<file path="config.mk">
export PLATFORM = sky130hd
export DESIGN_NAME = pulse_outputs
export DESIGN_NICKNAME = d
export VERILOG_FILES = /design/src/hw/pulse_outputs.sv
export VERILOG_INCLUDE_DIRS = /design/src /design/src/include
export SDC_FILE = /design/constraint.sdc
export NUM_CORES = 1
export LEC_CHECK = 0
export BUFFER_PORTS_ARGS = -buffer_cell sky130_fd_sc_hd__clkbuf_2
export CAP_MARGIN = 20
export CORE_AREA = 2 2 39 41
export CTS_CLUSTER_SIZE = 20
export DETAILED_ROUTE_END_ITERATION = 10
export DIE_AREA = 0 0 41 43
export PLACE_DENSITY_LB_ADDON = 0.25
export SLEW_MARGIN = 10
export SYNTH_ARGS = -nofsm -noshare
export SYNTH_HDL_FRONTEND = slang
export SYNTH_SLANG_ARGS = --single-unit
</file>
<file path="constraint.sdc">
create_clock -name clk100 -period 0.8 [get_ports clk100]
set_clock_uncertainty 0.15 [all_clocks]
set_input_delay 0.12 -clock clk100 [delete_from_list [all_inputs] [get_ports clk100]]
set_output_delay 0.12 -clock clk100 [all_outputs]
set_load 0.005 [all_outputs]
</file>
<file path="src/include/pulse_defs_defs.svh">
// shared constants for the pulse sequencer; counters are 32 bits, so intervals wrap past 2^32-1
`ifndef PULSE_DEFS_DEFS_SVH
`define PULSE_DEFS_DEFS_SVH

// ==============================
// sizes
// ==============================
`define PULSE_N_CHANNELS        7      // push, inject, eject x2, gate x2, adc
`define PULSE_N_PAGES           4      // protocol pages, 2-bit page number
`define PULSE_CNT_W             32     // delay, width, interval and period count

// ==============================
// period interval, in clk100 cycles
// ==============================
`define PULSE_DEFAULT_INTERVAL  32'd1000
`define PULSE_MIN_INTERVAL      32'd100  // commits below this are raised to it

// ==============================
// register map, 64-bit words
// ==============================
`define PULSE_ADDR_CTRL         4'd0   // flags and interval
`define PULSE_ADDR_CH0          4'd1   // channels take 1..7
`define PULSE_ADDR_T0COUNT      4'd8   // read only
`define PULSE_ADDR_STAMP        4'd9   // read only

`endif

</file>
<file path="src/hw/pulse_outputs.sv">
// sequencer pins are active low; t0 is active high and delayed to line up with the pins
`include "pulse_defs_defs.svh"

module pulse_outputs (
   input  logic                         clk100,
   input  logic                         hps_fpga_reset_n,
   input  logic [`PULSE_N_CHANNELS-1:0] pins,
   input  logic                         t0_in,
   output logic                         push_n,
   output logic                         inject_n,
   output logic                         eject_n,
   output logic                         gate_n,
   output logic                         adc_n,
   output logic                         t0
);

   logic t0_d1;   // matches the channel register

   always_ff @(posedge clk100) begin
      if (!hps_fpga_reset_n) begin
         push_n   <= 1'b1;
         inject_n <= 1'b1;
         eject_n  <= 1'b1;
         gate_n   <= 1'b1;
         adc_n    <= 1'b1;
         t0_d1    <= 1'b0;
         t0       <= 1'b0;
      end else begin
         push_n   <= ~pins[0];
         inject_n <= ~pins[1];
         eject_n  <= ~(pins[2] | pins[3]);   // two eject sectors
         gate_n   <= ~(pins[4] | pins[5]);   // two gates
         adc_n    <= ~pins[6];
         t0_d1    <= t0_in;
         t0       <= t0_d1;
      end
   end

endmodule

</file>
* After elaboration in Yosys (flattened, before gate mapping)
Cells that the tools add are included.
Operators by class: bitwise operators 7
Operators with widths (count):
- $not A1 Y1 | 5
- $or A1 B1 Y1 | 2
Storage, ports and cells: register bits after elaboration 7, output and inout port bits 6, bits of input ports 10, word-level logic and storage cells 14

* Longest topological paths before layout
depth in word-level cells 2, gate-level depth with buffers 1, gate-level depth less buffers 1

* Worst setup path after synthesis
OpenSTA, ideal clock, no wires.
kind register to register, start register t0_d1, end register t0, data arrival time 401 ps, stages on the path, launching flop included 2, setup time 115 ps, setup slack 134 ps, buffers on the path 0, path through dfxtp_1 -> and2_1
RTL lines:
- start: declaration | line pulse_outputs.sv:17 | logic t0_d1;
- start signal: assignment | line pulse_outputs.sv:34 | t0_d1 <= t0_in;
- end signal: assignment | line pulse_outputs.sv:35 | t0 <= t0_d1;
- end: declaration | line pulse_outputs.sv:14 | output logic t0
No word-level cell between the ends.

* Worst setup path in the final report
start register gate_n, end output gate_n
RTL lines:
- start: declaration | line pulse_outputs.sv:12 | output logic gate_n,
- start signal: assignment | line pulse_outputs.sv:32 | gate_n <= ~(pins[4] | pins[5]);
No word-level cell between the ends.

==> results by group <==
Detailed routing
  • 1st-iter DRT viols: 2
  • Routed Antenna Nets: 0
  • Final wirelength: 377 um
  • Drt via density: 3.50
  • DRC: 0
  • DRT Pass-1 Iters: 2
  • Vias: 182
  • WL per Instance: 7.25 um

Setup path
  • Worst path cell trace: clkbuf_2
  • Crit path from: gate_n
  • Kind of critical path: flip-flop to primary output
  • CP required: 0.53 ns
  • Worst R2R Setup Slack: 0.12 ns
  • Reg2reg path depth: 1
  • CP endpoint kind: primary output
  • Crit-path max cell delay: 0.31 ns
  • Slowest cell on the critical path: dfxtp_2
  • CP Depth: 1
  • CP delay by family, top: flip-flops
  • Crit start category: flip-flop
  • WP buf/inv: 1
  • WP data arrival: 0.66 ns
  • R2R Path Start: t0_d1
  • Worst-path maximum fanout: 1

Pwr
  • Cell Pwr Density: 2290 nW/um2
  • Maximum vdd drop: 0.695 mV
  • Leak pwr: 0.160 nW

Final layout
  • Diode count: 0
  • Post-Layout Inst Area: 329 um2
  • Fillcell total: 146
  • Share of cells above drive strength 1: 58.3%
  • P&R area growth vs syn: 89.2%
  • Commonest non-fill, non-tap cell in the layout: clkbuf_2
  • Multi-input gate area: 33.8 um2
  • Layout Nets: 47
  • Commonest cells after routing, fill and taps aside: clkbuf_2, dfxtp_1
  • Reg area: 144 um2

Synth
  • Post-Synthesis Cells: 14
  • Syn avg cell area: 12.4 um2
  • Seq/Total Area, Yosys: 80.6%
  • Synthesized Nets: 24
  • Synth cell types: 4
  • FF+latch count, synth: 7
  • Number of synthesis warnings: 0
  • Post-Syn Area: 174 um2

Global route
  • GRT met3 Usage: 9.95%
  • Total grt overflow: 0
  • Gr usage total: 6.33%
  • First-pass GRT wire length: 579 um
  • Initial antenna violation count: 0
  • Vias in the first global route: 166
  • Met1 Usage GRT: 3.55%
  • Met2 track demand over resource: 7.50%
  • Largest net degree at the start of global routing: 8
  • Gr busiest metal: met3

Timing
  • Final Hold Vio Count: 6
  • RSZ-0062 raised after global routing: true
  • Smallest setup slack after layout: -0.126 ns
  • Slew HR: 92.3%
  • Hold_ws: -0.108 ns
  • FMAX: 1.08 GHz
  • Worst Tran Pin Value: 0.114 ns
  • Setup violators final: 6
  • Final critical-path required period: 0.926 ns
  • Final Cycle Share: 116%
  • Max Slew Vio Count: 0

Floorplanning
  • FP Rows: 14
  • Die area: 1760 um2
  • IO Pins: 16
  • Chip height: 43 um
  • Initial Utilization: 12.6%
  • Core area: 1380 um2
  • Die Wd: 41 um

Clocking
  • Worst-skew pair later-pin latency: 0.25 ns
  • CTS buffer count: 3
  • # hold bufs at CTS: 3
  • CTS H-tree depth: 1
  • CTS clk-pin slew, worst paths: 0.05 ns
  • TritonCTS Sinks: 7
  • Max Root-Sink Buffers: 2
  • CTS tree: yes
  • CTS root buf: clkbuf_4

Placement
  • Routability cong.: 0.644
  • Place WS: 0.127 ns
  • Placed Instance Area: 269 um2
  • I/O Buffers: 15

Outcome
  • Violated checks: hold timing, setup timing
  • Outcome: finished, violations left

Run
  • Maxcap violations: 0

Worst hold path
  • Hold WC Path Type: primary input to flip-flop
  • Worst hold start: pins[4]
  • Hold Path Depth: 2
layout make-up:
cell class,count,area share [%]
sequential,7,43.7
clock buffer,4,7.98
timing repair buffer,18,31.9
tap,16,6.08
multi-input combinational,7,10.3
worst paths after layout:
kind | end
max | gate_n
min | gate_n
max reg2reg | t0
min reg2reg | t0
layer usage:
metal,up-vias,wire length [um]
met5,-,0
met4,0,0
met3,0,86
met2,18,155
met1,75,135
li1,89,-
synth_stat cells (all sizes together):
| library cell | count | share of area [%] |
|---|---|---|
| o21ai | 2 | 5.8 |
| dfxtp | 7 | 81 |
| nand2 | 3 | 6.5 |
| and2 | 2 | 7.2 |
state kept, by name, summed over array words and instances, names as in the netlist:
| register | cells |
|---|---|
| push_n | 1 |
| t0_d1 | 1 |
| gate_n | 1 |
| t0 | 1 |
| eject_n | 1 |
| adc_n | 1 |
| inject_n | 1 |
cell families (layout without fill, tap and decap cells):
kind of cell,after synthesis,count (layout),synth area share [%]
and+or+nand+nor,5,5,13.7
buffers and inverters,0,22,0
AOI/OAI and AO/OA,2,2,5.76
DFF,7,7,80.6
report_power, final:
group	switching [mW]	leakage, nW	internal, mW
Combinational	0.0209	0.0868	0.0401
Sequential	0.00434	0.0578	0.370
Clock	0.127	0.0150	0.190
stage by stage:
step                      setup TNS (ns)  util, %  cells  power [mW]
after CTS                         -0.872     23.5     52       0.778
final                             -0.741     23.8     52       0.752
after global placement                 0     19.4     45       0.431
after floorplan                        0        -     14       0.390
after detailed placement               0     19.4     45       0.432
after global routing               -1.03     23.8     52       0.815
timing repair:
item,in CTS,in global routing
resized for setup,0,5
setup endpoints to repair,6,6
setup buffers,0,0
hold endpoints to repair,6,6
Power figures use the tool's default switching activity.
