### config.mk
export PLATFORM = sky130hd
export DESIGN_NAME = delay_channel
export DESIGN_NICKNAME = d
export VERILOG_FILES = /design/src/hw/pulse_pkg.sv /design/src/hw/delay_channel.sv
export VERILOG_INCLUDE_DIRS = /design/src /design/src/include
export SDC_FILE = /design/constraint.sdc
export NUM_CORES = 1
export LEC_CHECK = 0
export ABC_AREA = 0
export BUFFER_PORTS_ARGS = -buffer_cell sky130_fd_sc_hd__buf_2
export CAP_MARGIN = 20
export CORE_ASPECT_RATIO = 0.5
export CORE_MARGIN = 2
export CORE_UTILIZATION = 38
export DETAILED_ROUTE_END_ITERATION = 16
export MAX_ROUTING_LAYER = met4
export PLACE_DENSITY_LB_ADDON = 0.25
export SYNTH_ARGS = -nofsm -noshare
export SYNTH_HDL_FRONTEND = slang
export SYNTH_SLANG_ARGS = --single-unit
### constraint.sdc
create_clock -name clk100 -period 2.9 [get_ports clk100]
set_input_delay 0.145 -clock clk100 [delete_from_list [all_inputs] [get_ports clk100]]
set_output_delay 0.145 -clock clk100 [all_outputs]
set_load 0.1 [all_outputs]
### src/include/pulse_defs_defs.svh
// shared constants for the pulse sequencer; counters are 32 bits, so intervals wrap past 2^32-1
`ifndef PULSE_DEFS_DEFS_SVH
`define PULSE_DEFS_DEFS_SVH

// ==============================
// sizes
// ==============================
`define PULSE_N_CHANNELS        7      // push, inject, eject x2, gate x2, adc
`define PULSE_N_PAGES           4      // protocol pages, 2-bit page number
`define PULSE_CNT_W             32     // delay, width, interval and period count

// ==============================
// period interval, in clk100 cycles
// ==============================
`define PULSE_DEFAULT_INTERVAL  32'd1000
`define PULSE_MIN_INTERVAL      32'd100  // commits below this are raised to it

// ==============================
// register map, 64-bit words
// ==============================
`define PULSE_ADDR_CTRL         4'd0   // flags and interval
`define PULSE_ADDR_CH0          4'd1   // channels take 1..7
`define PULSE_ADDR_T0COUNT      4'd8   // read only
`define PULSE_ADDR_STAMP        4'd9   // read only

`endif

### src/hw/pulse_pkg.sv
// types for the pulse sequencer host port; reserved control flag bits must be written as zero
`include "pulse_defs_defs.svh"

package pulse_pkg;

   // one channel setting, delay in the upper word as on the old bridge
   typedef struct packed {
      logic [`PULSE_CNT_W-1:0] delay;
      logic [`PULSE_CNT_W-1:0] width;
   } delay_width_t;

   // control word, flags on top of the interval
   typedef struct packed {
      logic [27:0]             reserved;   // zero
      logic                    commit;     // load page and restart period
      logic                    view_active;  // reads return the running set
      logic [1:0]              page;
      logic [`PULSE_CNT_W-1:0] interval;
   } ctrl_word_t;

   // one host word, decoded by address
   typedef union packed {
      delay_width_t pair;   // channel addresses
      ctrl_word_t   ctrl;   // control address
   } reg_word_u;

   typedef struct packed {
      logic      req;
      logic      write;
      logic [3:0] addr;
      reg_word_u wdata;
   } host_req_t;

   typedef struct packed {
      logic        ack;
      logic [63:0] rdata;
   } host_rsp_t;

endpackage

### src/hw/delay_channel.sv
// pin is one cycle behind the count; windows past the interval end are cut at the wrap
`include "pulse_defs_defs.svh"

module delay_channel (
   input  logic                    clk100,
   input  logic                    hps_fpga_reset_n,
   input  pulse_pkg::delay_width_t pair,
   input  logic [`PULSE_CNT_W-1:0] count,
   output logic                    pin
);

   logic                    started;
   logic [`PULSE_CNT_W-1:0] elapsed;
   logic                    in_window;

   // compare on the offset into the window so delay+width cannot overflow
   assign started   = count >= pair.delay;
   assign elapsed   = count - pair.delay;
   assign in_window = started && (elapsed < pair.width);    // false for width 0

   always_ff @(posedge clk100) begin
      if (!hps_fpga_reset_n) begin
         pin <= 1'b0;
      end else begin
         pin <= in_window;
      end
   end

   pin_idle_after_reset: assert property (@(posedge clk100)
      !hps_fpga_reset_n |=> !pin);

endmodule

### Word-level counts from Yosys, hierarchy flattened

Index checks and enable logic that the tools add are counted.
Widths: inputs -> output; s select.

* flip-flop bits (word level): 1
* input port bits: 98
* output and inout port bits: 1
* word-level logic and storage cells: 5

* $add $sub $neg: 1
* magnitude comparators: 2
* reduce and logical (&&, ||, !) cells: 1

Operators by type and width (count)
* $ge 32x32->1: 1
* $lt 32x32->1: 1
* $sub 32x32->32: 1
* $logic_and 1x1->1: 1

### Longest topological paths before layout

Gate-level depths: netlist (run 1).

* word-level depth: 3
* mapped depth: 18
* gate-level depth less buffers: 18

### Worst setup path after synthesis (run 1)

No wires, ideal clock.

* kind: in2reg
* start: input port pair[37] (netlist bit)
* end: register pin
* library setup time: 0.086 ns
* arrival: 2.970 ns
* data required time: 2.814 ns
* path slack: -0.155 ns
* stages: 15
* path buffers: 0
* cell sequence: inv_1 ha_1 or3_4 o2111ai_2 a31oi_4 nor3_1 o31ai_1 or4_1 and4_1 ha_1 a21o_1 a21o_1 a21oi_1 o2111ai_1 a211oi_1

* cells in the longest elaborated chain, start to end: 3
* elaborated cells on any way between the ends: 4
* classes of those cells: add/sub: 1; order compare: 2; reduce/logical: 1

RTL lines
* from (decl): line delay_channel.sv:7 `input pulse_pkg::delay_width_t pair,`
* $sub 32x32->32: line delay_channel.sv:18 `assign elapsed = count - pair.delay;`
* $lt 32x32->1: line delay_channel.sv:19 `assign in_window = started && (elapsed < pair.width);`
* $logic_and 1x1->1 *: line delay_channel.sv:19
* to (signal assigned): line delay_channel.sv:25 `pin <= in_window;`
* to (decl): line delay_channel.sv:9 `output logic pin`

Mark *: on every way between the ends. The rest lies on a longest branch, timed or not.
A chain may end at the register's enable or synchronous reset.

### Final worst setup path (run 1)

* start: input port count[3]
* end: register pin

* cells in the longest elaborated chain, start to end: 3
* elaborated cells on any way between the ends: 4
* classes of those cells: add/sub: 1; order compare: 2; reduce/logical: 1

RTL lines
* from (decl): line delay_channel.sv:8 `` input logic [`PULSE_CNT_W-1:0] count, ``
* $sub 32x32->32: line delay_channel.sv:18
* $lt 32x32->1: line delay_channel.sv:19
* $logic_and 1x1->1 *: line delay_channel.sv:19

Marked as above.

==> reports/metrics.yaml, run 1 <==
run_status:
  status: "finished, violations left"
  violations: "negative setup slack"
synthesis:
  yosys_warnings: 0
  synth_compound_area_frac: 0.326
  synth_common_cells: "inv_1 (69), ha_1 (63), a21oi_1 (32)"
  synthAdderAreaFrac: 0.286
  synth_most_common_cell: "inv_1"
  synth_seq_cells: 1
  synth_top_family_by_area: "compound AO/OA/AOI/OAI gates"
  synth_nets: 566
  syn_area_per_cell_um2: 6.99
  synth_area_leaders: "ha_1 (28%), inv_1 (9.2%), a21o_1 (8.2%)"
  async_flop_share: 0
  synthDominantCellAreaShare: 0.279
  synthSimpleGateAreaFrac: 0.192
  yosysUniqueCellTypes: 56
  synth_mux_area_frac: 0.00355
  netlist_area_mm2: 0.00282
  synth_edf_count: 0
  ys_seq_area_frac: 0.00709
  synthFlopType: "dfxtp_1"
  synthesis.instances: 404
  synth_xor_area_frac: 0.0776
  synth.largest_area_cell: "ha_1"
floorplan:
  die_area_mm2: 0.00818
  rows: 22
  die_h_um: 64.9
  initial_core_util: 0.388
  die_x_um: 126
  core_area_mm2: 0.00727
  boundaryPins: 99
hold_path:
  min_path_cells: 3
  hold_class: "in -> reg"
route:
  drcViolationCount: 0
  wl_met2_mm: 3.46
  routed.top_layer: "met4"
  first_pass_iters: 4
  postRouteAntennaNets: 0
  vias_per_cell: 5.06
  route.met3.wl_um: 518
  wire_per_inst_um: 12.4
  wl_met1_mm: 4.29
  drt_iter0_drc: 185
  num_vias: 3380
  routed_wl_mm: 8.29
setup_path:
  crit_type: "in -> reg"
  arrival_ns: 3.14
  start_kind: "input port"
  cp_slowest_cell: "a221o_2"
  crit_chain: "buf_2 -> ha_4 -> buf_6 -> o21a_1 -> o31ai_4 -> a21oi_2 -> a31o_1 -> a221o_2 -> a41oi_2 -> xnor2_1 -> ha_1 -> a21o_1 -> a21oi_2 -> o21ai_2 -> a31oi_1 -> a21oi_1 -> a211oi_1"
  crit_top_cell: "a21oi_2"
  path_max_fanout: 4
  crit_path_end_kind: "flop"
  critPathMaxStageDelay_ns: 0.44
  cp.required_ns: 2.81
sta:
  final.min_clock_period_ns: 3.23
  worst_pin_slew_ns: 0.484
  drv_slew: 0
  rsz0062_at_grt: "yes"
  finalCritPeriodShare: 1.12
  fin_tns_setup_ns: -0.335
  setup_ws_ns: -0.335
  max_freq_ghz: 0.309
  setup_viol: 1
  maxSlewHeadroom: 0.680
  hold_violations: 0
placed_design:
  place_congestion: 0.873
  portBuffers: 98
  dp_hpwl_mm: 7.31
  pre_cts_ws_ns: -0.551
  place_area_mm2: 0.00404
  placed_cells: 666
flow_run:
  max-cap-violations: 0
global_routing:
  grt_pass1_wl_mm: 14.1
  grt_overflow_total: 0
  antenna_found_initial: 0
  first_global_vias: 3231
  grt_use_total: 0.208
  grt_max_degree: 11
finish:
  final_area_mm2: 0.00420
  largestRegisters: "pin: 1 flops"
  drive_above_1_share: 0.381
  nNetsFinal: 736
  diodes: 0
  syn2layout_area_growth_pct: 48.8
  largest_register_ffs: 1
  max_flop_register: "pin"
  fin_cells: 668
  final_util: 0.578
pwr:
  p_clk_frac: 0
  powerDensity_mw_per_mm2: 239
  p_leak_uw: 0.00237
  peakVddDrop_mv: 0.100
  cellInternalPower_uw: 516
  comb_power_share: 0.984
  switchingPower_uw: 488
  seq_power_share: 0.016
  swShare: 0.486
cts:
  cts.reportedPaths.clkPinSlew_ns: 0
==> layer usage <==
| metal | track usage | vias up |
|---|---|---|
| met2 | 0.340 | 87 |
| met4 | 0.00687 | 0 |
| met3 | 0.0248 | 4 |
| li1 | - | 1790 |
| met1 | 0.291 | 1499 |
| met5 | - | - |
==> layout make-up <==
| cell class | instances | area [µm²] |
|---|---|---|
| sequential | 1 | 20.0 |
| timing repair buffer | 179 | 1120 |
| inverter | 69 | 272 |
| fill | 745 | 3070 |
| multi-input combinational | 323 | 2670 |
| tap | 96 | 120 |
==> stage by stage <==
| stage | hold slack (ns) | total power, µW |
|---|---|---|
| 4_1_cts | 0.438 | 996 |
| 5_1_grt | 0.462 | 1120 |
| 3_3_place_gp | 0.425 | 927 |
| 6_report | 0.431 | 1000 |
| 2_1_floorplan | 0.304 | 591 |
| 3_5_place_dp | 0.432 | 939 |
==> final timing paths <==
check	start	endpoint
hold / removal	hps_fpga_reset_n	pin
setup / recovery	count[3]	pin
==> kinds of logic after synthesis <==
family / count (synthesis)
and+or+nand+nor: 101
DFF: 1
muxes: 1
adders and majority gates: 64
buffers and inverters: 80
xor gates and xnor gates: 25
AOI/OAI and AO/OA: 132
==> cells in the final DEF (no fill, tap or decap), drive strengths merged, types with 2 or more instances in the layout <==
master   netlist  layout
buf            2     179
or4            2       2
nand4         12      12
nor3           6       6
a21boi         2       2
nor4           3       3
o211ai         3       3
o21a           6       6
o31ai          3       3
a21o          31      31
nand2b         5       5
and2           4       4
o2111ai        3       3
xor2           7       7
nand3         10      10
a211oi         3       3
inv           69      69
nor2b          7       7
nor2          23      23
o21ai         22      22
o21bai         5       5
a2111oi        2       2
ha            63      63
and3           5       5
xnor2         18      18
nand2         16      16
a21oi         33      33
and4           4       4
a31oi          9       9
==> power by group through the flow <==
stage	clock [µW]	sequential (µW)	combinational, µW
finish	0	16.1	988
global route	0	16.2	1100
CTS	0	16.2	980
detailed placement	0	16.2	922
global placement	0	16.2	911
floorplan	0	27.6	563
==> timing repair <==
item | in CTS | in global routing
setup endpoints to repair | 1 | 1
setup buffers | 2 | 0
pin swaps | 21 | 2
cloned | 0 | 0
hold buffers | 0 | 0
gates resized for setup | 31 | 5
==> worst max-delay path, delay by kind of cell <==
kind,cells,cell delay (ns)
compound gates,12,2.08
xor+xnor,1,0.11
fa+ha+maj,2,0.56
buf+inv,2,0.24
No activity file was read; power rests on OpenSTA's default activity.
==> run 2: changes to the inputs <==
--- a/config.mk
+++ b/config.mk
@@ -9,9 +9,11 @@
 export ABC_AREA = 0
 export BUFFER_PORTS_ARGS = -buffer_cell sky130_fd_sc_hd__buf_2
 export CAP_MARGIN = 20
+export CELL_PAD_IN_SITES_DETAIL_PLACEMENT = 0
+export CELL_PAD_IN_SITES_GLOBAL_PLACEMENT = 1
 export CORE_ASPECT_RATIO = 0.5
 export CORE_MARGIN = 2
-export CORE_UTILIZATION = 38
+export CORE_UTILIZATION = 33
 export DETAILED_ROUTE_END_ITERATION = 16
 export MAX_ROUTING_LAYER = met4
 export PLACE_DENSITY_LB_ADDON = 0.25
==> run 2 against run 1 <==
- the flow still finishes with violations (negative setup slack)
- sequential share of layout area about the same
- cell area grew 1.4%
- largest power group unchanged
- via count shrank 1.3%
- combinational power rose by 0.4%
- first-iteration DRC count decreased by 33%
- worst hold slack improved by 0.013 ns
- fmax is 0.26% lower
- power increased by 0.36%
- utilization down 5.5 points
==> reports/metrics.yaml, run 2 (synthesized netlist as in run 1, its figures left out) <==
run_status:
  status: "finished, violations left"
  violations: "negative setup slack"
floorplan:
  die_x_um: 135  # +7.1%
  rows: 23  # +4.5%
  initial_core_util: 0.347  # -0.0418
  boundaryPins: 99  # unchanged
  core_area_mm2: 0.00814  # +12%
  die_h_um: 69.4  # +6.9%
  die_area_mm2: 0.00935  # +14%
placed_design:
  place_congestion: 0.856  # -2.0%
  pre_cts_ws_ns: -0.520  # +0.0313 ns
  dp_hpwl_mm: 7.70  # +5.4%
  portBuffers: 98  # unchanged
  placed_cells: 682  # +2.4%
pwr:
  swShare: 0.486  # -0.000578
  peakVddDrop_mv: 0.105  # +4.7%
  switchingPower_uw: 490  # +0.24%
  seq_power_share: 0.016  # about the same
  powerDensity_mw_per_mm2: 237  # -1.1%
  p_leak_uw: 0.00238  # +0.31%
  cellInternalPower_uw: 518  # +0.47%
  comb_power_share: 0.984  # about the same
  p_clk_frac: 0  # unchanged
setup_path:
  crit_chain: "buf_2 -> inv_2 -> ha_4 -> nor2b_2 -> o21bai_2 -> a31oi_4 -> nor3_4 -> o31ai_4 -> or4_1 -> and4_1 -> ha_1 -> a21o_1 -> a21o_1 -> a21oi_2 -> o2111ai_1 -> a211oi_1"
  start_kind: "input port"
  path_max_fanout: 2  # -2
  crit_type: "in -> reg"
  cp.required_ns: 2.81  # about the same
  path_buf_inv: 2  # unchanged
  crit_top_cell: "a21o_1"
  critPathTopFamily: "compound AO/OA/AOI/OAI gates"
  arrival_ns: 3.15  # about the same
  crit_path_end_kind: "flop"
  critPathMaxStageDelay_ns: 0.46  # +0.02 ns
  cp_slowest_cell: "or4_1"
finish:
  largestRegisters: "pin: 1 flops"
  nNetsFinal: 737  # +0.14%
  final_cell_mix: "buf_2 (96), buf_4 (83), inv_1 (64)"
  final_common_cell: "buf_2"
  max_flop_register: "pin"
  syn2layout_area_growth_pct: 51.0
  fin_cells: 685  # +2.5%
  final_util: 0.523  # -0.0549
  drive_above_1_share: 0.387  # +0.00632
  diodes: 0  # unchanged
  largest_register_ffs: 1  # unchanged
flow_run:
  max-cap-violations: 0  # unchanged
sta:
  max_freq_ghz: 0.308  # -0.26%
  finalCritPeriodShare: 1.12  # +0.00288
  setup_viol: 1  # unchanged
  worst_pin_slew_ns: 0.490  # +0.00587 ns
  rsz0062_at_grt: "yes"
  maxSlewHeadroom: 0.671  # -0.00914
  hold-worst-slack_ns: 0.444  # +0.0127 ns
  setup_ws_ns: -0.343  # -0.00835 ns
  final.min_clock_period_ns: 3.24  # +0.00835 ns
  hold_violations: 0  # unchanged
  drv_slew: 0  # unchanged
route:
  first_pass_iters: 4  # unchanged
  wire_per_inst_um: 12.8  # +2.9%
  postRouteAntennaNets: 0  # unchanged
  num_vias: 3335  # -1.3%
  drcViolationCount: 0  # unchanged
  drt_iter0_drc: 124  # -33%
  vias_per_cell: 4.87  # -3.8%
  routed_wl_mm: 8.75  # +5.6%
global_routing:
  grt_max_degree: 11  # unchanged
  grt_use_total: 0.186  # -0.0221
  grt_pass1_wl_mm: 14.4  # +1.7%
  grt_overflow_total: 0  # unchanged
  first_global_vias: 3264  # +1.0%
  antenna_found_initial: 0  # unchanged
cts:
  ctsHoldBuffers: 0  # unchanged
  cts.reportedPaths.clkPinSlew_ns: 0  # unchanged
hold_path:
  hold_class: "in -> reg"
run 2: cell count changes in the layout (fill, tap and decap cells not counted), sizes merged:
cell,previous run,this run
buf,179,180
run 2: layer usage:
metal  track usage  part of all wire
met5             -                 0
met4        0.0187            0.0069
met3       0.00585             0.050
met2         0.305              0.43
met1         0.262              0.52
run 2: area by class of cell:
class                   count  area (µm²)
repair buffers            180        1110
flip-flops and latches      1        20.0
well taps                 112         140
fillers                   813        3880
multi-input cells         323        2710
inverters                  69         274
run 2: path summary, 6_finish.rpt:
kind                    startpoint  cells past startpoint  slack, ns  end
setup / recovery          pair[33]                     16      -0.34  pin
hold / removal    hps_fpga_reset_n                      3       0.44  pin
run 2: stage by stage:
step,area (µm²),total power [µW],TNS (ns)
after floorplan,2880,591,-0.0458
after global placement,4060,939,-0.425
after detailed placement,4060,938,-0.520
after CTS,4240,994,-0.321
after global routing,4260,1130,-0.554
final,4260,1010,-0.343
run 2: power by group through the flow:
stage          Sequential (µW)  Clock (µW)  Combinational [µW]
3_5_place_dp              16.2           0                 922
3_3_place_gp              16.2           0                 923
2_1_floorplan             27.6           0                 563
5_1_grt                   16.2           0                1110
6_report                  16.1           0                 992
4_1_cts                   16.1           0                 977
run 2: repair_timing:
item                       CTS  global route
gates resized for setup     30             6
setup endpoints to repair    1             1
setup buffers                3             0
pin swaps                   18             2
