--- config.mk ---
export PLATFORM = sky130hd
export DESIGN_NAME = period_timer
export DESIGN_NICKNAME = d
export VERILOG_FILES = /design/src/hw/period_timer.sv
export VERILOG_INCLUDE_DIRS = /design/src /design/src/include
export SDC_FILE = /design/constraint.sdc
export NUM_CORES = 1
export LEC_CHECK = 0
export BUFFER_PORTS_ARGS = -buffer_cell sky130_fd_sc_hd__clkbuf_2
export CAP_MARGIN = 20
export CORE_ASPECT_RATIO = 0.6
export CORE_UTILIZATION = 40
export DETAILED_ROUTE_END_ITERATION = 8
export PLACE_DENSITY = 0.64
export SYNTH_ARGS = -nofsm -noshare
export SYNTH_HDL_FRONTEND = slang
export SYNTH_SLANG_ARGS = --single-unit
--- constraint.sdc ---
create_clock -name clk100 -period 5.9 [get_ports clk100]
set_input_delay 0.295 -clock clk100 [delete_from_list [all_inputs] [get_ports clk100]]
set_output_delay 0.295 -clock clk100 [all_outputs]
set_load 0.005 [all_outputs]
--- src/include/pulse_defs_defs.svh ---
// shared constants for the pulse sequencer; counters are 32 bits, so intervals wrap past 2^32-1
`ifndef PULSE_DEFS_DEFS_SVH
`define PULSE_DEFS_DEFS_SVH

// ==============================
// sizes
// ==============================
`define PULSE_N_CHANNELS        7      // push, inject, eject x2, gate x2, adc
`define PULSE_N_PAGES           4      // protocol pages, 2-bit page number
`define PULSE_CNT_W             32     // delay, width, interval and period count

// ==============================
// period interval, in clk100 cycles
// ==============================
`define PULSE_DEFAULT_INTERVAL  32'd1000
`define PULSE_MIN_INTERVAL      32'd100  // commits below this are raised to it

// ==============================
// register map, 64-bit words
// ==============================
`define PULSE_ADDR_CTRL         4'd0   // flags and interval
`define PULSE_ADDR_CH0          4'd1   // channels take 1..7
`define PULSE_ADDR_T0COUNT      4'd8   // read only
`define PULSE_ADDR_STAMP        4'd9   // read only

`endif

--- src/hw/period_timer.sv ---
// a new interval takes effect only on commit; the first period after reset uses the default
`include "pulse_defs_defs.svh"

module period_timer (
   input  logic                    clk100,
   input  logic                    hps_fpga_reset_n,
   input  logic                    commit,
   input  logic [`PULSE_CNT_W-1:0] interval,
   output logic [`PULSE_CNT_W-1:0] count,
   output logic                    t0,
   output logic [31:0]             t0_count,
   output logic [63:0]             stamp
);

   logic [`PULSE_CNT_W-1:0] interval_q;
   logic [`PULSE_CNT_W-1:0] interval_clamped;
   logic [63:0]             clk_cnt;
   logic                    wrap;

   assign interval_clamped = (interval < `PULSE_MIN_INTERVAL) ? `PULSE_MIN_INTERVAL : interval;
   assign wrap             = count >= interval_q - 1'b1;    // last cycle of the period

   // ==============================
   // period count and t0
   // ==============================
   always_ff @(posedge clk100) begin
      if (!hps_fpga_reset_n) begin
         interval_q <= `PULSE_DEFAULT_INTERVAL;
         count      <= '0;
         t0         <= 1'b0;
      end else if (commit) begin
         interval_q <= interval_clamped;
         count      <= '0;                      // restart, t0 lands on count 0
         t0         <= 1'b1;
      end else if (wrap) begin
         count      <= '0;
         t0         <= 1'b1;
      end else begin
         count      <= count + 1'b1;
         t0         <= 1'b0;
      end
   end

   // ==============================
   // clock counter, stamp, t0 count
   // ==============================
   always_ff @(posedge clk100) begin
      if (!hps_fpga_reset_n) begin
         clk_cnt <= '0;
      end else begin
         clk_cnt <= clk_cnt + 1'b1;             // free running
      end
   end

   always_ff @(posedge clk100) begin
      if (!hps_fpga_reset_n) begin
         t0_count <= '0;
         stamp    <= '0;
      end else if (t0) begin
         t0_count <= t0_count + 1'b1;
         stamp    <= clk_cnt;
      end
   end

   interval_floor: assert property (@(posedge clk100) disable iff (!hps_fpga_reset_n)
      interval_q >= `PULSE_MIN_INTERVAL);

endmodule

=== Word-level counts from Yosys, hierarchy flattened ===
Index checks and enable logic that the tools add are counted.

* Flip-flop bits (word level): 225
* Input port bits: 35
* Output and inout bits: 129
* Logic and storage cells: 17

* Add/sub/neg operators: 4
* Magnitude comparators: 2
* Multiplexer cells: 3
* Bitwise logic cells: 1
* Reductions and logical operators: 1

{| class="wikitable"
|+ Operators by type and width
! cell !! number
|-
| adder 32 x 1 -> 32 bit, second input constant || 2
|-
| adder 64 x 1 -> 64 bit, second input constant || 1
|-
| greater-or-equal comparator 32 bit || 1
|-
| < comparator 32 x 7 -> 1 bit, second input constant || 1
|-
| two-way mux 32 bit || 1
|-
| subtractor 32 x 1 -> 32 bit, second input constant || 1
|-
| OR reduction 3 bit || 1
|-
| two-way mux 1 bit || 2
|-
| inverter 1 bit || 1
|}

=== Logic depth before layout (Yosys ltp) ===
Gate-level depths: netlist of the first run.

* Word-level depth: 4
* Mapped depth: 14
* Mapped depth without buffers: 12

=== Worst setup path after synthesis of the first run ===
Ideal clock, no wire load.

* Path type: register to register
* Start point: register interval_q[2]
* End point: register count[10]
* Setup time: 132 ps
* Data arrival time: 3499 ps
* Required time: 5768 ps
* Path slack: 2269 ps
* Stages on the path, launching flop included: 13
* Buffers on the path: 2
* Period minus slack after synthesis: 3631 ps
* Cells stage by stage: dfxtp_1 > or3_1 > or3b_2 > clkbuf_1 > nor4_1 > xnor2_1 > ha_1 > and4_1 > o211ai_1 > or4_1 > a31oi_1 > clkbuf_1 > nor3_1

* Cells in the longest elaborated chain, start to end: 3

{| class="wikitable"
|+ RTL lines
! element !! RTL line !! source
|-
| start, declared || period_timer.sv:15 || <nowiki>logic [`PULSE_CNT_W-1:0] interval_q;</nowiki>
|-
| start signal, assigned || period_timer.sv:28 || <nowiki>interval_q <= `PULSE_DEFAULT_INTERVAL;</nowiki>
|-
| start signal, assigned || period_timer.sv:32 || <nowiki>interval_q <= interval_clamped;</nowiki>
|-
| subtractor 32 x 1 -> 32 bit || period_timer.sv:21 || <nowiki>assign wrap = count >= interval_q - 1'b1;</nowiki>
|-
| greater-or-equal comparator 32 bit || period_timer.sv:21 ||
|-
| OR reduction 3 bit (no line) || n/a ||
|-
| end signal, assigned || period_timer.sv:39 || <nowiki>count <= count + 1'b1;</nowiki>
|-
| end, declared || period_timer.sv:9 || <nowiki>output logic [`PULSE_CNT_W-1:0] count,</nowiki>
|}

No other way between the ends.
A chain may end at the register's enable or synchronous reset.

=== Worst setup path in the final report of the first run ===
* Start point: register interval_q[15]
* End point: register count[18]

The elaborated chain is that of the path after synthesis.

==> impl_results.md, run 1 <==
* Status: complete, no violations
* Drt pass-1 iters at 5
* Starting DRC count in detailed routing at 647
* I/O Pins at 164
* Post-synth EDFFs at 0
* Clock Tree Root: clkbuf_16
* Hold_sp: interval[9]
* CP required at 6.28 ns
* Antenna Nets Post-Route at 0
* Cell Pwr Density at 254.9 nW/um^2
* Syn_area_per_cell at 9.042 sq um
* Clk sinks at 225
* Post-route cell area at 12380 sq um
* Worst hold endpoint: interval_q[9]$_SDFFE_PN1P_
* CP Capture Type: register
* Seq/Total Area, Yosys at 42.72%
* FFs w/ async S/R, synth at 0%
* Antenna violations before repair at 0
* H-tree depth at 1
* Reg2reg end: count[18]$_SDFF_PP0_
* Syn. warnings at 0
* First-pass GRT wire length at 43610 um
* Crit path max fanout at 33
* Setup Skew at 0.01266 ns
* Ratio of cells with drive above 1 in the final layout at 17.12%
* R2r startpoint: interval_q[15]$_SDFFE_PN0P_
* Slew Limit Fails at 0
* Hold Path Cell Cnt at 3
* Clock Latency Late Sink at 0.52 ns
* Vias at 8936
* Synthesized Nets at 1237
* Yosys top cell area share at 42.72%
* GRT Overall Usage at 20.00%
* CTS tree: done
* Slew HR at 31.76%
* Largest net degree at the start of global routing at 91
* Max_cap viols at 0
* Core area at 25560 sq um
* Hold slack at 0.02941 ns
* Total Negative Setup Slacks at 0 ns
* LEAKAGE at 4.723 nW
* Fmax at 246.7 MHz
* Worst-path clk slew at 0.06 ns
* Postcts setup bufs at 0
* CTS Buf Count at 23
* Syn Inst Count at 1166
* FF+latch count, synth at 225
* Placed insts at 1631
* Final std cells w/o fill at 1672
* Cell area after synthesis at 10540 sq um
* N_diodes at 0
* Vias in the first global route at 7935
* Clk buf depth at 3
* Final setup violation count at 0
* Final Hold Vio Count at 0
* Grt ovf at 0
* Final #Nets at 1377
* R2R Setup Slk at 1.85 ns
* Fillcell total at 2474
* Chip Width at 211.6 um
* Cell variety after synth at 54
* Area of the multi-input gates at 5729 sq um
* Gp weighted congestion at 0.8574
* Residual DRC at 0
* HPWL after DPL at 19520 um
* Worst Hold Class: primary input to register
* Slowest CP cell: or4_1
* Placed Area at 11630 sq um
* Slew of the pin with the lowest slew margin at 1.024 ns
* Synth area leader: dfxtp_1
* Input/output buffers at 163
* Tcrit/Tclk final at 68.71%
* Peak VDD IR at 0.1445 mV
* CP Launch Type: register
* Most common cell in the netlist: dfxtp_1
* Largest stage delay, worst path at 0.62 ns
* # resized after CTS at 0
* CP arrival at 4.43 ns
* P&R area growth vs syn at 17.47%
* Most used DFF post-synth: dfxtp_1
* DR vias/cell at 5.344
* WS Path Type: register to register
* Tmin final at 4.054 ns
* Register-to-Register Path Depth at 12
* Die area at 27030 sq um
* Core Rows at 45
* Commonest cells post-synth: dfxtp_1 (225), nor2_1 (160), mux2i_1 (92), nand2_1 (61), xnor2_1 (58)
* Crit path cell chain: or4_1, or4b_4, nor3_4, nand3_2, xor2_1, ha_1, nand4_1, nor4_1, nand2_1, a31oi_2, buf_4, nor3_1
* Area occupied by registers at 4508 sq um
* Wire length per cell at 16.24 um
* DIE HEIGHT at 127.8 um
* Pwr Total at 3.157 mW
* Synth area leaders: dfxtp_1 (43%), mux2i_1 (8.7%), nor2_1 (5.7%), xnor2_1 (4.8%), xor2_1 (4.3%)
* Initial Utilization at 41.24%
* Unrepaired setup endpoints after global routing: false
* Total Wirelength at 27150 um
## layer usage
layer / routed length (um) / up-vias / GRT usage [%] / part of all wire, %
met1: 14520 / 4230 / 31.82 / 53
met4: 435 / 0 / 4.092 / 1.6
li1: - / 4448 / - / -
met2: 10300 / 229 / 26.20 / 38
met3: 1901 / 29 / 5.022 / 7.0
met5: 0 / - / 0 / 0
## through the flow
| step | worst slack, ns | util [%] |
|---|---|---|
| after CTS | 1.921 | 48.45 |
| final | 1.846 | 48.45 |
| after detailed placement | 1.948 | 45.52 |
| after global placement | 1.952 | 45.52 |
| after floorplan | 2.269 | - |
| after global routing | 1.673 | 48.45 |
## repair_timing
action,4_1_cts,5_1_grt
endpoints found under the setup margin,0,0
hold endpoints to repair,2,0
hold buffers,2,0
## power by group
part           switching [mW]  internal [mW]  leakage [nW]  total, mW
registers              0.0275           1.54          1.82       1.56
logic                  0.0928         0.0650          2.54      0.158
clock network           0.602          0.833         0.358       1.44
## worst max-delay path by stage
stage,from,end,slack [ns],depth (start not counted)
2_1_floorplan,interval_q[2]$_SDFFE_PN0P_,count[10]$_SDFF_PP0_,2.27,12
3_3_place_gp,interval_q[9]$_SDFFE_PN1P_,count[23]$_SDFF_PP0_,1.95,12
3_5_place_dp,interval_q[15]$_SDFFE_PN0P_,count[11]$_SDFF_PP0_,1.95,12
4_1_cts,interval_q[15]$_SDFFE_PN0P_,count[18]$_SDFF_PP0_,1.92,12
5_1_grt,interval_q[15]$_SDFFE_PN0P_,count[18]$_SDFF_PP0_,1.67,12
6_report,interval_q[15]$_SDFFE_PN0P_,count[18]$_SDFF_PP0_,1.85,12
## sequential cells by signal, indices dropped and copies added (netlist names)
name,flops
t0,1
t0_count,32
stamp,64
count,32
clk_cnt,64
interval_q,32
## critical path: cells and delay by family, from the launching register on
kind / cells / cell delay (ns)
adders and majority gates: 1 / 0.30
buffers and inverters: 1 / 0.37
DFF: 1 / 0.35
xor gates and xnor gates: 1 / 0.16
AOI/OAI and AO/OA: 1 / 0.17
and+or+nand+nor: 8 / 2.55
## cell type report
| class | instances | area share (%) |
|---|---|---|
| Multi-Input combinational cell | 859 | 46.26 |
| Sequential cell | 225 | 36.40 |
| Timing Repair Buffer | 170 | 7.052 |
| Clock buffer | 34 | 5.466 |
| Tap cell | 352 | 3.556 |
| Inverter | 27 | 0.8386 |
| Clock inverter | 5 | 0.4243 |
## cell usage in the layout (no fill, tap or decap), types with 5 or more instances in the layout
cell type / netlist / routed
xnor2_1: 58 / 58
nor2_1: 160 / 160
nor3_1: 53 / 53
o21a_1: 5 / 5
ha_1: 36 / 36
inv_1: 27 / 26
nand4_1: 40 / 40
and3_1: 16 / 16
nand2b_1: 7 / 7
or4_1: 21 / 21
nor4_1: 25 / 24
and2_1: 7 / 7
o21ai_0: 25 / 25
clkbuf_8: 0 / 6
mux2i_1: 92 / 92
nand2_1: 61 / 61
clkbuf_1: 39 / 5
buf_4: 0 / 5
or3_1: 20 / 20
a21oi_1: 51 / 51
clkbuf_16: 0 / 23
clkbuf_2: 2 / 163
nand3_1: 49 / 49
dfxtp_1: 225 / 224
xor2_1: 52 / 52
o31ai_1: 19 / 19
and4_1: 20 / 20
## logic make-up (layout without fill, tap and decap cells)
kind of cell / Yosys count / after routing / synth area share (%)
AND/OR/NAND/NOR: 504 / 504 / 25.33
flip-flops: 225 / 225 / 42.72
AO/OA/AOI/OAI: 117 / 117 / 6.753
XOR/XNOR: 110 / 110 / 9.138
multiplexers: 92 / 92 / 8.735
buffers and inverters: 82 / 236 / 3.050
adder cells (fa/ha/maj): 36 / 36 / 4.272
(Power assumes the default switching activity.)
==> run 2: changes to the inputs <==
==> constraint.sdc (replaced) <==
create_clock -name clk100 -period 4 [get_ports clk100]
set_input_delay 0.2 -clock clk100 [delete_from_list [all_inputs] [get_ports clk100]]
set_output_delay 0.2 -clock clk100 [all_outputs]
set_load 0.005 [all_outputs]
==> run 2 against run 1 <==
Against the previous run:
- count of clock-buffer cells in the layout decreased by 1
- clock power increased by 45%
- critical path depth decreased by 1
- global-route usage increased by 0.46 points
- clock skew decreased by 0.0033 ns
- cell area increased by 2.9%
- sequential share of layout area decreased by 1.0 points
- critical endpoint is now count[23]$_SDFF_PP0_
- sequential power increased by 48%
- register-to-register slack got worse by 1.6 ns
- fmax increased by 6.8%
==> impl_results.md, run 2 (synthesized netlist as in run 1, its figures left out) <==
* Status: complete, no violations
* CTS Buf Count at 23 (unchanged)
* Unrepaired setup endpoints after global routing: false
* Biggest regs: clk_cnt (64), stamp (64)
* CP Capture Type: register
* HPWL after DPL at 19800 um (+1.5%)
* R2r startpoint: interval_q[9]$_SDFFE_PN1P_
* Setup Skew at 0.009402 ns (-0.003258 ns)
* Tmin final at 3.796 ns (-0.2575 ns)
* Core area at 25560 sq um (unchanged)
* Largest stage delay, worst path at 0.59 ns (-0.03 ns)
* DR vias/cell at 5.362 (+0.34%)
* Core Rows at 45 (unchanged)
* Crit path cell chain: or4_4, or4_4, nor2_1, xnor2_1, ha_1, and4_1, o211ai_1, or4_1, a31oi_2, buf_12, nor3_1
* Antenna violations before repair at 0 (unchanged)
* WS Path Type: register to register
* Die area at 27030 sq um (unchanged)
* CP arrival at 4.20 ns (-0.23 ns)
* DP Worst Slack at 0.2502 ns (-1.698 ns)
* I/O Pins at 164 (unchanged)
* Vias at 9159 (+2.5%)
* Final std cells w/o fill at 1708 (+2.2%)
* Commonest non-fill, non-tap cells in the layout: dfxtp_1 (224), clkbuf_2 (163), nor2_1 (160)
* Clock Latency Late Sink at 0.52 ns (about the same)
* Slew of the pin with the lowest slew margin at 1.006 ns (-0.01728 ns)
* Fmax at 263.4 MHz (+6.8%)
* Max_cap viols at 0 (unchanged)
* Slew HR at 32.91% (+1.2 points)
* DIE HEIGHT at 127.8 um (unchanged)
* Grt ovf at 0 (unchanged)
* Cell Pwr Density at 365.3 nW/um^2 (+43%)
* Fillcell total at 2459 (-0.61%)
* Area occupied by registers at 4508 sq um (unchanged)
* GRT Overall Usage at 20.46% (+0.46 points)
* CP Launch Type: register
* Worst Setup SP: interval_q[9]$_SDFFE_PN1P_
* Worst-path clk slew at 0.06 ns (about the same)
* Final Hold Vio Count at 0 (unchanged)
* Final #Nets at 1410 (+2.4%)
* Input/output buffers at 163 (unchanged)
* Total Negative Setup Slacks at 0 ns (unchanged)
* Slew Limit Fails at 0 (unchanged)
* Commonest non-fill, non-tap cell in the layout: dfxtp_1
* Worst path most repeated cell: or4_4
* Crit path max fanout at 33 (unchanged)
* Starting DRC count in detailed routing at 686 (+6.0%)
* Peak VDD IR at 0.2760 mV (+91%)
* Gp weighted congestion at 0.9211 (+7.4%)
* Wire length per cell at 16.30 um (+0.35%)
* Placed insts at 1634 (+0.18%)
* Worst Hold Class: primary input to register
* H-tree depth at 1 (unchanged)
* Clk sinks at 225 (unchanged)
* Final setup violation count at 0 (unchanged)
* Initial Utilization at 41.24% (unchanged)
* P&R area growth vs syn at 20.93%
* CP required at 4.40 ns (-1.88 ns)
* Postcts setup bufs at 0 (unchanged)
* Vias in the first global route at 8312 (+4.8%)
* Clk buf depth at 3 (unchanged)
* Total Wirelength at 27840 um (+2.5%)
* Hold_sp: hps_fpga_reset_n
* Worst setup margin at 0.2039 ns (-1.643 ns)
* Drt pass-1 iters at 5 (unchanged)
* Residual DRC at 0 (unchanged)
* CTS tree: done
* LEAKAGE at 4.890 nW (+3.5%)
* First-pass GRT wire length at 44570 um (+2.2%)
* Tcrit/Tclk final at 94.90% (+26 points)
* Chip Width at 211.6 um (unchanged)
* Area of the multi-input gates at 5736 sq um (+0.11%)
* N_diodes at 0 (unchanged)
* Clock Tree Root: clkbuf_16
* Antenna Nets Post-Route at 0 (unchanged)
* Ratio of cells with drive above 1 in the final layout at 17.26% (+0.14 points)
* Pwr Total at 4.658 mW (+48%)
* Slowest CP cell: or4_4
* Largest net degree at the start of global routing at 175 (+92%)
## run 2: what timing repair did
item	in CTS	in global routing
endpoints found under the hold margin	32	0
resized for setup	0	2
setup endpoints to repair	0	33
hold buffers	32	0
## run 2: final timing paths
path	endpoint	slack, ns	cells after the start
worst min-delay path	interval_q[7]$_SDFFE_PN1P_	0.10	3
worst max register to register	count[23]$_SDFF_PP0_	0.20	11
worst min register to register	clk_cnt[63]$_SDFF_PN0_	0.48	2
worst max-delay path	count[23]$_SDFF_PP0_	0.20	11
## run 2: worst max-delay path: cells and delay by family, from the launching register on
family                   cells  cell delay (ns)
AO/OA/AOI/OAI                2             0.38
XOR/XNOR                     1             0.13
adder cells (fa/ha/maj)      1             0.33
buffers and inverters        1             0.23
flip-flops                   1             0.35
AND/OR/NAND/NOR              6             2.24
## run 2: per-layer routing
metal | vias to the layer above | GRT usage, % | wire length (um) | share of wire [%]
met5 | - | 0 | 0 | 0
met4 | 0 | 4.177 | 480 | 1.7
met3 | 39 | 4.532 | 1970 | 7.1
li1 | 4514 | - | - | -
met1 | 4324 | 32.31 | 14600 | 52
met2 | 282 | 27.57 | 10790 | 39
## run 2: layout make-up
type	instances	area share (%)
clock inverter	9	0.4318
tap	352	3.454
inverter	27	0.8145
timing repair buffer	203	9.676
multi-input combinational	859	44.99
sequential	225	35.36
clock buffer	33	5.280
## run 2: where the power goes
group          internal (mW)  total [mW]  switching, mW
Sequential              2.27        2.31         0.0425
Clock                   1.18        2.09          0.910
Combinational          0.118       0.263          0.145
Total                   3.56        4.66           1.10
## run 2: per-stage QoR
stage	cell area, sq um	utilization (%)	hold WS (ns)
after floorplan	10540	-	0.3257
after global placement	11690	45.73	0.4329
after detailed placement	11690	45.73	0.4376
after CTS	12740	49.83	0.08015
after global routing	12750	49.88	0.1144
final	12750	49.88	0.1037
==> run 3: changes to the inputs <==
--- a/config.mk
+++ b/config.mk
@@ -9,6 +9,7 @@
 export BUFFER_PORTS_ARGS = -buffer_cell sky130_fd_sc_hd__clkbuf_2
 export CAP_MARGIN = 20
 export CORE_ASPECT_RATIO = 0.6
+export CORE_MARGIN = 4
 export CORE_UTILIZATION = 40
 export DETAILED_ROUTE_END_ITERATION = 8
 export PLACE_DENSITY = 0.64
==> run 3 against run 2 <==
Against the previous run:
- flip-flop and latch count unchanged
- first-iteration DRC count rose by 5.5%
- power grew 3.2%
- die area increased by 7.7%
- non-clock buffer count is 1 lower
- clock skew increased by 0.0023 ns
- worst setup slack gained 0.0031 ns
- clock power grew 7%
- critical endpoint unchanged
==> impl_results.md, run 3 (synthesized netlist as in run 1, its figures left out) <==
* Core Rows at 45 (unchanged)
* Antenna Nets Post-Route at 0 (unchanged)
* Clock Latency Late Sink at 0.52 ns (about the same)
* Ratio of cells with drive above 1 in the final layout at 17.46% (+0.21 points)
* H-tree depth at 1 (unchanged)
* Worst-path clk slew at 0.06 ns (about the same)
* Total Negative Setup Slacks at 0 ns (unchanged)
* CP Launch Type: register
* Worst path most repeated cell: or4_4
* N_diodes at 0 (unchanged)
* Cell depth of the worst setup path at 11 (unchanged)
* HPWL after DPL at 20060 um (+1.3%)
* Hold Path Cell Cnt at 2 (-1)
* Drt pass-1 iters at 6 (+1)
* P_int at 3.700 mW (+3.9%)
* Final setup violation count at 0 (unchanged)
* Final #Nets at 1410 (unchanged)
* I/O Pins at 164 (unchanged)
* Residual DRC at 0 (unchanged)
* Commonest non-fill, non-tap cells in the layout: dfxtp_1 (224), clkbuf_2 (163), nor2_1 (160)
* Peak VDD IR at 0.2332 mV (-15%)
* Hold slack at 0.1869 ns (+0.08319 ns)
* DIE HEIGHT at 133.8 um (+4.7%)
* Sw frac at 23.01% (-0.54 points)
* CP Capture Type: register
* Fmax at 263.6 MHz (about the same)
* Commonest non-fill, non-tap cell in the layout: dfxtp_1
* P&R area growth vs syn at 21.46%
* Worst Hold Class: primary input to register
* Grt ovf at 0 (unchanged)
* Antenna violations before repair at 0 (unchanged)
* CTS Buf Count at 24 (+4.3%)
* Initial Utilization at 41.15% (-0.091 points)
* Chip Width at 217.6 um (+2.8%)
* LEAKAGE at 4.911 nW (+0.43%)
* Register-to-Register Path Depth at 11 (unchanged)
* Status: complete, no violations
* Gp weighted congestion at 0.8735 (-5.2%)
* Slew Limit Fails at 0 (unchanged)
* Top delay family on crit path: simple AND/OR/NAND/NOR gates
* Core Util, Final at 49.98% (+0.11 points)
* Final Hold Vio Count at 0 (unchanged)
* Vias in the first global route at 8092 (-2.6%)
* GRT Overall Usage at 18.69% (-1.8 points)
* CP bufs+invs at 1 (unchanged)
* Biggest regs: clk_cnt (64), stamp (64)
* Slew HR at 32.28% (-0.64 points)
* Clock power frac at 46.6% (+1.8 points)
* DP Worst Slack at 0.2369 ns (-0.01324 ns)
* Fillcell total at 2425 (-1.4%)
* Clk buf depth at 3 (unchanged)
* Largest net degree at the start of global routing at 80 (-54%)
* Slew of the pin with the lowest slew margin at 1.016 ns (+0.009537 ns)
* Clk sinks at 225 (unchanged)
* Input/output buffers at 163 (unchanged)
* Slowest CP cell: or4_4
* Logic pwr share at 5.4% (-0.2 points)
* Starting DRC count in detailed routing at 724 (+5.5%)
* Tmin final at 3.793 ns (-0.003094 ns)
* CTS tree: done
* Crit path cell chain: or4_4, or4_4, nor2_1, xnor2_1, ha_1, and4_1, o211ai_1, or4_1, a31oi_2, buf_12, nor3_1
* Max_cap viols at 0 (unchanged)
* CP arrival at 4.19 ns (about the same)
* DR vias/cell at 5.287 (-1.4%)
* Pwr Total at 4.805 mW (+3.2%)
* Total Wirelength at 28250 um (+1.5%)
* Unrepaired setup endpoints after global routing: false
* Setup Skew at 0.01165 ns (+0.002252 ns)
* First-pass GRT wire length at 45090 um (+1.2%)
* CP required at 4.40 ns (about the same)
* Seq pwr share at 48.0% (-1.6 points)
* WS Path Type: register to register
* Core area at 25620 sq um (+0.22%)
* Wire length per cell at 16.53 um (+1.4%)
* Clock Tree Root: clkbuf_16
* Vias at 9036 (-1.3%)
* Crit path max fanout at 32 (-3.0%)
* Tcrit/Tclk final at 94.83% (about the same)
* Cell Pwr Density at 375.3 nW/um^2 (+2.7%)
* Largest stage delay, worst path at 0.59 ns (about the same)
* Die area at 29100 sq um (+7.7%)
* Worst setup margin at 0.2070 ns (+0.003094 ns)
* Psw at 1.106 mW (+0.79%)
-- run 3: changes by cell type in the layout (fill, tap and decap cells not counted), sizes merged --
cell / previous run / this run
buf: 8 / 7
bufinv: 0 / 1
clkbuf: 196 / 197
clkinv: 7 / 8
clkinvlp: 0 / 1
inv: 29 / 27
-- run 3: final cells by class --
class	instances	area [sq um]	area share (%)
clock buffers	34	719.4	5.619
clock inverters	10	77.57	0.6058
inverters	27	103.9	0.8110
multi-input cells	859	5742	44.84
flip-flops and latches	225	4508	35.21
well taps	352	440.4	3.440
repair buffers	202	1214	9.478
-- run 3: timing repair --
action                                  in CTS  in global routing
hold buffers                                32                  0
endpoints found under the setup margin       0                 32
buffers inserted                             0                  0
gates resized for setup                      0                  2
endpoints found under the hold margin       32                  0
-- run 3: routing by layer --
metal  GRT usage, %  wire, um  vias up
li1               -         -     4525
met4          3.565       446        0
met3          3.989      1926       28
met2          24.15     10750      256
met5              0         0        -
met1          30.90     15130     4227
-- run 3: per-stage QoR --
step	cell area, sq um	instances
after global routing	12800	1709
after global placement	11670	1633
after CTS	12790	1709
after floorplan	10540	1166
final	12800	1709
after detailed placement	11670	1633
-- run 3: power groups by stage --
stage,Clock [mW],Sequential (mW),Combinational (mW)
detailed placement,0,2.36,0.232
finish,2.24,2.31,0.260
floorplan,0,2.34,0.167
CTS,2.30,2.31,0.258
global route,2.38,2.31,0.288
global placement,0,2.36,0.229
-- run 3: worst paths after layout --
| path | start | to | slack [ns] |
|---|---|---|---|
| worst max-delay path | interval_q[9]$_SDFFE_PN1P_ | count[23]$_SDFF_PP0_ | 0.21 |
| worst max register to register | interval_q[9]$_SDFFE_PN1P_ | count[23]$_SDFF_PP0_ | 0.21 |
| worst min-delay path | hps_fpga_reset_n | interval_q[8]$_SDFFE_PN1P_ | 0.19 |
| worst min register to register | clk_cnt[63]$_SDFF_PN0_ | clk_cnt[63]$_SDFF_PN0_ | 0.48 |
